`config.mk`:
```
export PLATFORM = sky130hd
export DESIGN_NAME = cache_top
export DESIGN_NICKNAME = d
export VERILOG_FILES = /design/src/verilog/cache_ctrl_pkg.sv /design/src/verilog/cache_bus_pkg.sv /design/src/verilog/cache_top.sv /design/src/verilog/cache_control.sv /design/src/verilog/cache_back_end.sv /design/src/verilog/cache_memory.sv /design/src/verilog/cache_front_end.sv
export SDC_FILE = /design/constraint.sdc
export NUM_CORES = 2
export LEC_CHECK = 0
export ABC_AREA = 1
export BUFFER_PORTS_ARGS = -buffer_cell sky130_fd_sc_hd__buf_4
export CAP_MARGIN = 25
export CORE_MARGIN = 10
export CORE_UTILIZATION = 40
export CTS_CLUSTER_SIZE = 16
export DETAILED_ROUTE_END_ITERATION = 8
export SLEW_MARGIN = 0
export SYNTH_ARGS = -nofsm -noshare
export SYNTH_HDL_FRONTEND = slang
export SYNTH_SLANG_ARGS = --single-unit
```
`constraint.sdc`:
```
create_clock -name clk_i -period 5 [get_ports clk_i]
set_clock_uncertainty 0.15 [all_clocks]
set_input_delay 0.75 -clock clk_i [delete_from_list [all_inputs] [get_ports clk_i]]
set_output_delay 0.75 -clock clk_i [all_outputs]
set_load 0.02 [all_outputs]
```
`src/verilog/cache_ctrl_pkg.sv`:
```
`default_nettype none

package cache_ctrl_pkg;

   // Width of the control register index
   parameter int REG_IDX_W = 3;

   // Register map
   parameter logic [REG_IDX_W-1:0] REG_HIT_CNT    = 3'd0;
   parameter logic [REG_IDX_W-1:0] REG_MISS_CNT   = 3'd1;

   // Write-only commands
   parameter logic [REG_IDX_W-1:0] REG_CLR_CNT    = 3'd2;
   parameter logic [REG_IDX_W-1:0] REG_INVALIDATE = 3'd3;

   // Hit and miss counter width
   parameter int CNT_W = 32;

endpackage

`default_nettype wire
```
`src/verilog/cache_bus_pkg.sv`:
```
`default_nettype none

package cache_bus_pkg;

   // Geometry defaults
   parameter int ADDR_W  = 32;
   parameter int DATA_W  = 32;
   parameter int INDEX_W = 6;
   parameter int TAG_W   = ADDR_W - 1 - INDEX_W;
   parameter int STRB_W  = DATA_W / 8;

   // Address seen as cached data
   typedef struct packed {
      logic               sel;
      logic [TAG_W-1:0]   tag;
      logic [INDEX_W-1:0] index;
   } data_view_t;

   // Address seen as a control register
   typedef struct packed {
      logic                                        sel;
      logic [ADDR_W-2-cache_ctrl_pkg::REG_IDX_W:0] rsvd;
      logic [cache_ctrl_pkg::REG_IDX_W-1:0]        reg_idx;
   } ctrl_view_t;

   typedef union packed {
      data_view_t data;
      ctrl_view_t ctrl;
   } cache_addr_t;

   typedef struct packed {
      cache_addr_t       addr;
      logic [DATA_W-1:0] wdata;
      logic [STRB_W-1:0] wstrb;
      logic              we;
   } bus_req_t;

   // One backing memory transaction, select bit dropped
   typedef struct packed {
      logic [ADDR_W-2:0] addr;
      logic [DATA_W-1:0] wdata;
      logic [STRB_W-1:0] wstrb;
      logic              we;
   } mem_req_t;

endpackage

`default_nettype wire

```
`src/verilog/cache_top.sv`:
```
`timescale 1ns/1ps
`default_nettype none

module cache_top #(
   parameter int ADDR_W  = cache_bus_pkg::ADDR_W,
   parameter int DATA_W  = cache_bus_pkg::DATA_W,
   parameter int INDEX_W = cache_bus_pkg::INDEX_W
) (
   input  wire                     clk_i,
   input  wire                     rst_n_i,

   // Processor bus
   input  wire                     avalid_i,
   input  wire [ADDR_W-1:0]        addr_i,
   input  wire [DATA_W-1:0]        wdata_i,
   input  wire [DATA_W/8-1:0]      wstrb_i,
   output logic [DATA_W-1:0]       rdata_o,
   output logic                    rvalid_o,
   output logic                    ready_o,

   // Backing memory
   output logic                    mem_req_o,
   output cache_bus_pkg::mem_req_t mem_o,
   input  wire                     mem_ack_i,
   input  wire [DATA_W-1:0]        mem_rdata_i
);

   cache_bus_pkg::bus_req_t bus_req;
   cache_bus_pkg::mem_req_t mem_req;
   logic                    data_req;
   logic                    data_ack;
   logic [DATA_W-1:0]       data_rdata;
   logic                    ctrl_req;
   logic                    ctrl_ack;
   logic [DATA_W-1:0]       ctrl_rdata;
   logic                    mem_start;
   logic                    mem_done;
   logic [DATA_W-1:0]       mem_rdata;
   logic                    hit;
   logic                    miss;
   logic                    invalidate;

   cache_front_end front_end (
      .clk_i       (clk_i),
      .rst_n_i     (rst_n_i),
      .avalid_i    (avalid_i),
      .addr_i      (addr_i),
      .wdata_i     (wdata_i),
      .wstrb_i     (wstrb_i),
      .rdata_o     (rdata_o),
      .rvalid_o    (rvalid_o),
      .ready_o     (ready_o),
      .data_req_o  (data_req),
      .req_o       (bus_req),
      .data_ack_i  (data_ack),
      .data_rdata_i(data_rdata),
      .ctrl_req_o  (ctrl_req),
      .ctrl_ack_i  (ctrl_ack),
      .ctrl_rdata_i(ctrl_rdata)
   );

   cache_memory #(
      .ADDR_W (ADDR_W),
      .DATA_W (DATA_W),
      .INDEX_W(INDEX_W)
   ) memory (
      .clk_i       (clk_i),
      .rst_n_i     (rst_n_i),
      .data_req_i  (data_req),
      .req_i       (bus_req),
      .ack_o       (data_ack),
      .rdata_o     (data_rdata),
      .mem_start_o (mem_start),
      .mem_req_o   (mem_req),
      .mem_done_i  (mem_done),
      .mem_rdata_i (mem_rdata),
      .hit_o       (hit),
      .miss_o      (miss),
      .invalidate_i(invalidate)
   );

   cache_back_end #(
      .ADDR_W(ADDR_W),
      .DATA_W(DATA_W)
   ) back_end (
      .clk_i      (clk_i),
      .rst_n_i    (rst_n_i),
      .start_i    (mem_start),
      .req_i      (mem_req),
      .done_o     (mem_done),
      .rdata_o    (mem_rdata),
      .mem_req_o  (mem_req_o),
      .mem_o      (mem_o),
      .mem_ack_i  (mem_ack_i),
      .mem_rdata_i(mem_rdata_i)
   );

   cache_control #(
      .DATA_W(DATA_W)
   ) control (
      .clk_i       (clk_i),
      .rst_n_i     (rst_n_i),
      .ctrl_req_i  (ctrl_req),
      .req_i       (bus_req),
      .ack_o       (ctrl_ack),
      .rdata_o     (ctrl_rdata),
      .hit_i       (hit),
      .miss_i      (miss),
      .invalidate_o(invalidate)
   );

endmodule

`default_nettype wire

```
`src/verilog/cache_control.sv`:
```
`timescale 1ns/1ps
`default_nettype none

module cache_control #(
   parameter int DATA_W = cache_bus_pkg::DATA_W
) (
   input  wire                  clk_i,
   input  wire                  rst_n_i,

   input  wire                  ctrl_req_i,
   input  wire cache_bus_pkg::bus_req_t req_i,
   output logic                 ack_o,
   output logic [DATA_W-1:0]    rdata_o,

   input  wire                  hit_i,
   input  wire                  miss_i,
   output logic                 invalidate_o
);

   logic [cache_ctrl_pkg::CNT_W-1:0]     hit_cnt_q;
   logic [cache_ctrl_pkg::CNT_W-1:0]     miss_cnt_q;
   logic [cache_ctrl_pkg::REG_IDX_W-1:0] reg_idx;
   logic                                 wr;
   logic                                 clr;

   assign reg_idx = req_i.addr.ctrl.reg_idx;
   assign wr      = ctrl_req_i && req_i.we;

   // Writes to these two indices are commands only
   assign clr          = wr && (reg_idx == cache_ctrl_pkg::REG_CLR_CNT);
   assign invalidate_o = wr && (reg_idx == cache_ctrl_pkg::REG_INVALIDATE);

   // Registers answer in the cycle after acceptance
   assign ack_o = ctrl_req_i;

   always_comb begin
      rdata_o = '0;
      if (!req_i.we) begin
         case (reg_idx)
            cache_ctrl_pkg::REG_HIT_CNT:  rdata_o = DATA_W'(hit_cnt_q);
            cache_ctrl_pkg::REG_MISS_CNT: rdata_o = DATA_W'(miss_cnt_q);
            default:                      rdata_o = '0;
         endcase
      end
   end

   always_ff @(posedge clk_i or negedge rst_n_i) begin
      if (!rst_n_i) begin
         hit_cnt_q  <= '0;
         miss_cnt_q <= '0;
      end else if (clr) begin
         hit_cnt_q  <= '0;
         miss_cnt_q <= '0;
      end else begin
         if (hit_i) begin
            hit_cnt_q <= hit_cnt_q + 1'b1;
         end
         if (miss_i) begin
            miss_cnt_q <= miss_cnt_q + 1'b1;
         end
      end
   end

endmodule

`default_nettype wire

```
`src/verilog/cache_back_end.sv`:
```
`timescale 1ns/1ps
`default_nettype none

module cache_back_end #(
   parameter int ADDR_W = cache_bus_pkg::ADDR_W,
   parameter int DATA_W = cache_bus_pkg::DATA_W
) (
   input  wire                     clk_i,
   input  wire                     rst_n_i,

   input  wire                     start_i,
   input  wire cache_bus_pkg::mem_req_t req_i,
   output logic                    done_o,
   output logic [DATA_W-1:0]       rdata_o,

   // Backing memory
   output logic                    mem_req_o,
   output cache_bus_pkg::mem_req_t mem_o,
   input  wire                     mem_ack_i,
   input  wire [DATA_W-1:0]        mem_rdata_i
);

   logic [ADDR_W-2:0]   addr_q;
   logic [DATA_W-1:0]   wdata_q;
   logic [DATA_W/8-1:0] wstrb_q;
   logic                we_q;

   assign mem_o.addr  = addr_q;
   assign mem_o.wdata = wdata_q;
   assign mem_o.wstrb = wstrb_q;
   assign mem_o.we    = we_q;

   // Request level held until the memory answers
   always_ff @(posedge clk_i or negedge rst_n_i) begin
      if (!rst_n_i) begin
         mem_req_o <= 1'b0;
         done_o    <= 1'b0;
      end else begin
         done_o <= mem_req_o && mem_ack_i;
         if (start_i) begin
            mem_req_o <= 1'b1;
         end else if (mem_ack_i) begin
            mem_req_o <= 1'b0;
         end
      end
   end

   always_ff @(posedge clk_i) begin
      if (start_i) begin
         addr_q  <= req_i.addr;
         wdata_q <= req_i.wdata;
         wstrb_q <= req_i.wstrb;
         we_q    <= req_i.we;
      end
      if (mem_req_o && mem_ack_i) begin
         rdata_o <= mem_rdata_i;
      end
   end

endmodule

`default_nettype wire

```
`src/verilog/cache_memory.sv`:
```
`timescale 1ns/1ps
`default_nettype none

module cache_memory #(
   parameter int ADDR_W  = cache_bus_pkg::ADDR_W,
   parameter int DATA_W  = cache_bus_pkg::DATA_W,
   parameter int INDEX_W = cache_bus_pkg::INDEX_W
) (
   input  wire                      clk_i,
   input  wire                      rst_n_i,

   input  wire                      data_req_i,
   input  wire cache_bus_pkg::bus_req_t req_i,
   output logic                     ack_o,
   output logic [DATA_W-1:0]        rdata_o,

   // Toward the back end
   output logic                     mem_start_o,
   output cache_bus_pkg::mem_req_t  mem_req_o,
   input  wire                      mem_done_i,
   input  wire [DATA_W-1:0]         mem_rdata_i,

   // Statistics and maintenance
   output logic                     hit_o,
   output logic                     miss_o,
   input  wire                      invalidate_i
);

   localparam int TAG_W = ADDR_W - 1 - INDEX_W;
   localparam int LINES = 2 ** INDEX_W;

   typedef enum logic {
      S_LOOKUP,
      S_WAIT
   } state_t;

   state_t             state_q;
   logic [TAG_W-1:0]   tag_mem  [LINES];
   logic [DATA_W-1:0]  data_mem [LINES];
   logic [LINES-1:0]   valid_q;
   logic [INDEX_W-1:0] idx;
   logic [TAG_W-1:0]   tag;
   logic               hit;
   logic               lookup;
   logic               fill;

   assign idx    = req_i.addr.data.index;
   assign tag    = req_i.addr.data.tag;
   assign hit    = valid_q[idx] && (tag_mem[idx] == tag);
   assign lookup = (state_q == S_LOOKUP) && data_req_i;

   // Fill word arrives with the back-end done pulse
   assign fill = (state_q == S_WAIT) && mem_done_i && !req_i.we;

   assign hit_o  = lookup && !req_i.we && hit;
   assign miss_o = lookup && !req_i.we && !hit;

   // Every write goes through, reads only on a miss
   assign mem_start_o     = lookup && (req_i.we || !hit);
   assign mem_req_o.addr  = {tag, idx};
   assign mem_req_o.wdata = req_i.wdata;
   assign mem_req_o.wstrb = req_i.wstrb;
   assign mem_req_o.we    = req_i.we;

   assign ack_o   = hit_o || ((state_q == S_WAIT) && mem_done_i);
   assign rdata_o = (state_q == S_WAIT) ? mem_rdata_i : data_mem[idx];

   always_ff @(posedge clk_i or negedge rst_n_i) begin
      if (!rst_n_i) begin
         state_q <= S_LOOKUP;
      end else if (mem_start_o) begin
         state_q <= S_WAIT;
      end else if (mem_done_i) begin
         state_q <= S_LOOKUP;
      end
   end

   always_ff @(posedge clk_i or negedge rst_n_i) begin
      if (!rst_n_i) begin
         valid_q <= '0;
      end else if (invalidate_i) begin
         valid_q <= '0;
      end else if (fill) begin
         valid_q[idx] <= 1'b1;
      end
   end

   always_ff @(posedge clk_i) begin
      if (fill) begin
         tag_mem[idx]  <= tag;
         data_mem[idx] <= mem_rdata_i;
      end else if (lookup && req_i.we && hit) begin
         // Write hit merges the strobed bytes
         for (int b = 0; b < DATA_W / 8; b++) begin
            if (req_i.wstrb[b]) begin
               data_mem[idx][8*b +: 8] <= req_i.wdata[8*b +: 8];
            end
         end
      end
   end

endmodule

`default_nettype wire

```
`src/verilog/cache_front_end.sv`:
```
`timescale 1ns/1ps
`default_nettype none

module cache_front_end (
   input  wire                                      clk_i,
   input  wire                                      rst_n_i,

   // Processor bus
   input  wire                                      avalid_i,
   input  wire cache_bus_pkg::cache_addr_t          addr_i,
   input  wire [cache_bus_pkg::DATA_W-1:0]          wdata_i,
   input  wire [cache_bus_pkg::STRB_W-1:0]          wstrb_i,
   output logic [cache_bus_pkg::DATA_W-1:0]         rdata_o,
   output logic                                     rvalid_o,
   output logic                                     ready_o,

   // Registered request toward the responders
   output logic                                     data_req_o,
   output cache_bus_pkg::bus_req_t                  req_o,
   input  wire                                      data_ack_i,
   input  wire [cache_bus_pkg::DATA_W-1:0]          data_rdata_i,

   output logic                                     ctrl_req_o,
   input  wire                                      ctrl_ack_i,
   input  wire [cache_bus_pkg::DATA_W-1:0]          ctrl_rdata_i
);

   logic                    busy_q;
   cache_bus_pkg::bus_req_t req_q;
   logic                    ack;
   logic                    accept;

   assign ack    = data_ack_i || ctrl_ack_i;
   assign accept = avalid_i && ready_o;

   // Free again in the cycle the outstanding request is acknowledged
   assign ready_o = !busy_q || ack;

   // Top address bit picks cache or control registers
   assign data_req_o = busy_q && !req_q.addr.data.sel;
   assign ctrl_req_o = busy_q && req_q.addr.ctrl.sel;
   assign req_o      = req_q;

   assign rdata_o  = ctrl_ack_i ? ctrl_rdata_i : data_rdata_i;
   assign rvalid_o = ack && !req_q.we;

   always_ff @(posedge clk_i or negedge rst_n_i) begin
      if (!rst_n_i) begin
         busy_q <= 1'b0;
      end else if (accept) begin
         busy_q <= 1'b1;
      end else if (ack) begin
         busy_q <= 1'b0;
      end
   end

   always_ff @(posedge clk_i) begin
      if (accept) begin
         req_q.addr  <= addr_i;
         req_q.wdata <= wdata_i;
         req_q.wstrb <= wstrb_i;
         // Any strobe set marks a write
         req_q.we    <= |wstrb_i;
      end
   end

endmodule

`default_nettype wire

```
# ---- After elaboration in Yosys (flattened, before gate mapping)
# Memories as Yosys holds them, arrays and structs flattened. A register that Yosys moved wholly into a read port is not among the register bits.
# Cells that the tools add are included.
dict set report word_totals {
  register_bits 301
  ram_bits 3648
  input_bits 104
  out_inout_bits 103
  wordCells 111
  n_memories 2
}
# memory words word_bits read_ports rd_clocked_by_memory_dff wr line_no
set memory_table {}
lappend memory_table {memory.data_mem 64 32 1 1 1 cache_memory.sv:39} ;# logic [DATA_W-1:0] data_mem [LINES];
lappend memory_table {memory.tag_mem 64 25 1 1 1 cache_memory.sv:38} ;# logic [TAG_W-1:0] tag_mem [LINES];
dict set report op_classes {
  n_addsub 2
  order_cmp 2
  n_eq_ne 4
  muxes 44
  bitwise_logic 6
  reduce_logical 35
}
# cell n
set ops {}
lappend ops {{$mux W32} 7}
lappend ops {{$mux W64} 2}
lappend ops {{$add A32 B1 Y32 const B} 2}
lappend ops {{$or A64 B64 Y64} 1}
lappend ops {{$pmux W32 S2} 1}
lappend ops {{$mux W8} 4}
lappend ops {{$mux W1} 26}
lappend ops {{$eq A25 B25 Y1} 1}
lappend ops {{$logic_and A1 B1 Y1} 19}
lappend ops {{$mux W6} 2}
lappend ops {{$reduce_bool A2 Y1} 6}
lappend ops {{$lt A6 B7 Y1 const B} 1}
lappend ops {{$bmux W1 S6} 1}
lappend ops {{$demux W1 S6} 1}
lappend ops {{$eq A3 B2 Y1 const B} 2}
lappend ops {{$ge A6 B1 Y1 const B} 1}
lappend ops {{$logic_not A1 Y1} 4}
lappend ops {{$logic_or A1 B1 Y1} 4}
lappend ops {{$or A1 B1 Y1} 4}
lappend ops {{$reduce_or A4 Y1} 1}
lappend ops {{$eq A3 B1 Y1 const B} 1}
lappend ops {{$logic_not A3 Y1} 1}
lappend ops {{$not A1 Y1} 1}

# ---- Logic depth before layout (Yosys ltp)
dict set report depth {
  word_depth 10
  ltp_mapped 26
  mapped_depth_nobuf 23
}

# ---- Hierarchy
# A second synthesis with hierarchy kept.
dict set report unflattened {
  hier_cells 12354
  hier_area_um2 157462.3
}
# mod instances cells_each area_each_um2 seq_area_each_um2
set modules_own_cells {}
lappend modules_own_cells {cache_memory 1 11393 147380.1 111171.6}
lappend modules_own_cells {cache_control 1 665 4370.4 1601.5}
lappend modules_own_cells {cache_back_end 1 109 3083.0 3052.9}
lappend modules_own_cells {cache_front_end 1 187 2628.8 2097.0}

# ---- Worst setup path after synthesis
# Ideal clock, no wire load.
dict set report synth_timing {
  kind {register -> register}
  from {reg (tool-made name)}
  to {mem memory.data_mem[0][0], data pin}
  setup_ns 0.518
  arrival_time_ns 3.945
  t_required_ns 4.332
  setup_slack_ns 0.388
  stages_incl_launch_ff 21
  n_path_buf 5
  synth_period_minus_slack_ns 4.612
  path_cell_list {dfxtp_1 buf_4 inv_4 buf_6 buf_6 buf_2 nand2_1 nand3_1 nand3_1 nand3_1 nand3_1 nand3_1 nand2_1 nand2_1 nand2_1 nor3_1 nand3b_1 nor2_4 nand3_2 clkbuf_1 o21ai_1}
}
# element line_no
set synth_lines {}
lappend synth_lines {{end, declared} cache_memory.sv:39}

==> reports/metrics.cfg <==
[status]
status=finished, violations left
violations=setup timing

[setup_path]
slowest_delay_ns=0.39
endpoint_kind=primary output
critical-path-slowest-cell=dfxtp_4
rrSetupSlack_ns=0.24
cp.required_ns=4.10
critPathArrivalTime_ns=4.25
reg2regPathDepth=24
worstPathCellList=buf_12 > buf_16 > buf_16 > buf_4 > clkbuf_16 > buf_16 > o21ai_0 > o22ai_1 > o21ai_0 > o22ai_2 > o21ai_0 > o221ai_2 > buf_6 > o21ai_1 > buf_4 > o21ai_2 > buf_6
crit_family=buffers and inverters
path_class=reg -> out
r2r-end=memory.data_mem[1][21]
critPathBufInv=9
critPathMaxFanout=24
start_kind=flip-flop

[global_routing]
grt_use_met3_pct=5.37
grt.met1_usage_pct=33.1
antenna_found_initial=29
grt_pass1_wl_um=789000
grt_start_max_net_pins=135
use_met2_pct=38.8
grt.busiest_layer=met2
grt_usage_pct=25.0
grt_pass1_vias=108000
grt.overflow.total=0

[cells_and_area]
drive_gt1_share_pct=17.1
stdcell_area_sq_um=196000
nets=14200
syn2layout_area_growth_pct=22.8

[sta]
min_period_over_period_pct=103
finalWorstSetupSlack_ns=-0.149
finalCriticalPeriod_ns=5.15
final-setup-viol-count=17
clock.fmax_ghz=0.194
worst_slew_pin_slew_ns=1.20
slew_headroom_pct=19.9
rsz0062_at_grt=true
slew_viol_final=0
hold_violations=0

[yosys]
synth_area_sq_um=160000
synth-async-reset-ratio_pct=3.34
yosys.area.top_type_share_pct=71.7
ys_seq_area_share_pct=73.8
synth_cells=13100
synth_edf_count=3817
synth_most_common_cell=edfxtp_1
synth_common_cells=edfxtp_1 (3817), nand2_1 (2033), nor2_1 (1692)
synth_area_leaders=edfxtp_1 (72%), nand3_1 (5.1%), nand2_1 (4.8%), o21ai_0 (4.3%), nor2_1 (4.0%)
avgSynthCellArea_sq_um=12.2
synth_top_cell_by_area=edfxtp_1
synthFlopType=edfxtp_1
yosys.cell_types.count=43
syn_nets=13200
yosys_warnings=0
synth-seq-cells=3955

[floorplan]
die_x_um=652
core_sq_um=399000
die_area_sq_um=425000
dieHeight_um=652
start_util_pct=40.1
num_rows=232
pin_count=207

[power]
irDropWorstVdd_mv=0.417
p_leak_nw=67.6
power_mw=104
power.density_nw_per_um2=532

[route]
via_count=115000
first_pass_iters=6
vias_per_cell=5.82
ant_nets=0
drt_wl_total_um=556000
drc=0
drt_iter0_drc=15000
wl_per_cell_um=28.2

[cts]
clock_latency_ns=1.00
htreeDepth=5
ctsRootBufferMaster=clkbuf_16
clock-sinks=3955
cts_buffer_depth=4
cts_inserted_buffers=406
cts_tree=done
clk_pin_slew_ns=0.06

[place]
dp.final_hpwl_um=324000
numPortBuffers=206
gp_congestion=0.909
dpl_cell_area_sq_um=174000

[hold_path]
hp-class=in -> async

[flow_run]
cap_violations=0

through the flow:
step           util, %  std cells  worst slack [ns]  TNS (ns)  hold slack (ns)
6_report          49.2      19700            -0.149     -1.18            0.257
5_1_grt           49.2      19700            -0.238     -2.53            0.278
4_1_cts           48.8      19600            -0.138    -0.713            0.219
3_5_place_dp      43.7      18600             0.141         0            0.293
3_3_place_gp      43.7      18600            0.0999         0            0.283
2_1_floorplan        -      13100             0.388         0            0.274
worst register-to-register path: stages, from the launching register on:
cell     delay, ns
dfxtp_4       0.37
buf_4         0.18
inv_16        0.12
buf_16        0.18
buf_12        0.11
buf_12        0.15
nand2_1       0.06
nand3_1       0.06
nand3_1       0.08
nand3_1       0.10
nand3_1       0.25
nand3_1       0.26
nand2_2       0.08
nand2_1       0.17
nand2_1       0.08
nor2_1        0.33
nand4_1       0.13
nor2_1        0.11
nand2_1       0.09
nor2_4        0.21
buf_12        0.23
nand3_4       0.18
buf_12        0.24
a21oi_1       0.34
buf_4         0.23
flip-flops by register name, indices dropped and copies added, names as in the netlist, named ones only:
| register | flops |
|---|---|
| front_end.busy_q | 1 |
| back_end.done_o | 1 |
| front_end.req_o | 69 |
| memory.state_q | 1 |
| back_end.we_q | 1 |
| memory.data_mem | 2048 |
| control.hit_cnt_q | 32 |
| control.miss_cnt_q | 32 |
| memory.valid_q | 64 |
| memory.tag_mem | 1600 |
| back_end.wstrb_q | 4 |
| back_end.wdata_q | 32 |
| back_end.rdata_o | 32 |
| back_end.addr_q | 31 |
| back_end.mem_req_o | 1 |
worst max-delay path by stage:
stage | from | endpoint | slack [ns] | depth (start not counted)
global route | flip-flop | rvalid_o | -0.24 | 22
detailed placement | flip-flop | rvalid_o | 0.14 | 20
finish | flip-flop | rdata_o[17] | -0.15 | 17
global placement | flip-flop | memory.data_mem[5][23] | 0.1 | 22
CTS | flip-flop | rvalid_o | -0.14 | 24
floorplan | flip-flop | memory.data_mem[0][0] | 0.39 | 20
layout make-up:
class | count | area, sq um
Timing Repair Buffer | 1479 | 17400
Clock buffer | 474 | 10500
Clock inverter | 270 | 2850
Antenna cell | 37 | 92.6
Timing Repair inverter | 7 | 104
Fill cell | 34300 | 203000
Inverter | 255 | 1040
Multi-Input combinational cell | 7983 | 39700
Tap cell | 5265 | 6590
Sequential cell | 3955 | 118000
cell usage in the layout (no fill, tap or decap), types with 22 or more instances in the layout:
cell type	synthesis	layout
o21ai_2	0	37
xor2_1	39	39
nand3_1	1625	1498
o22ai_1	637	548
nor3_1	50	48
buf_12	0	174
nand2_1	2033	2007
inv_1	242	237
edfxtp_1	3817	3817
o21ai_4	0	38
clkinv_2	0	87
nand3_2	5	109
o21ai_1	54	177
clkbuf_1	512	65
buf_4	31	936
dfrtp_1	132	132
nor2_1	1692	1590
clkbuf_16	0	428
a21oi_1	277	276
o22ai_2	0	89
o21ai_0	1375	1177
nor2_4	1	73
o31ai_1	30	30
nand3_4	0	23
nor2_2	1	31
buf_16	0	112
clkinvlp_4	0	22
dlygate4sd3_1	0	103
nand2_2	3	27
bufinv_16	0	46
clkinv_1	8	86
bufbuf_16	0	32
buf_6	5	86
diode_2	0	37
routing by layer:
metal  part of all wire [%]  vias to the layer above
met4                    5.7                       24
met1                     38                    56800
met5                  0.027                        -
met2                     45                     6903
li1                       -                    49800
met3                     10                     1251
where the power goes:
part | internal, mW | total [mW] | switching (mW) | leakage (nW)
Sequential | 37.8 | 38.3 | 0.513 | 36.2
Combinational | 12.2 | 35.4 | 23.2 | 24.8
Clock | 17.4 | 30.8 | 13.3 | 6.48
Total | 67.4 | 104 | 37.0 | 67.6
timing repair:
| action | 4_1_cts | 5_1_grt |
|---|---|---|
| endpoints found under the setup margin | 34 | 33 |
| buffers inserted | 94 | 34 |
| gates resized for setup | 553 | 319 |
| hold buffers | 103 | 0 |
| endpoints found under the hold margin | 162 | 0 |
| pin swaps | 140 | 156 |
| cloned | 89 | 18 |
cells by family after synthesis:
group	count (synthesis)	synth area share [%]
buf+inv	1176	3.10
simple gates	5453	14.2
fa+ha+maj	2	0.0157
xor+xnor	58	0.318
compound gates	2470	8.49
flops	3955	73.8
(Power assumes the default switching activity.)
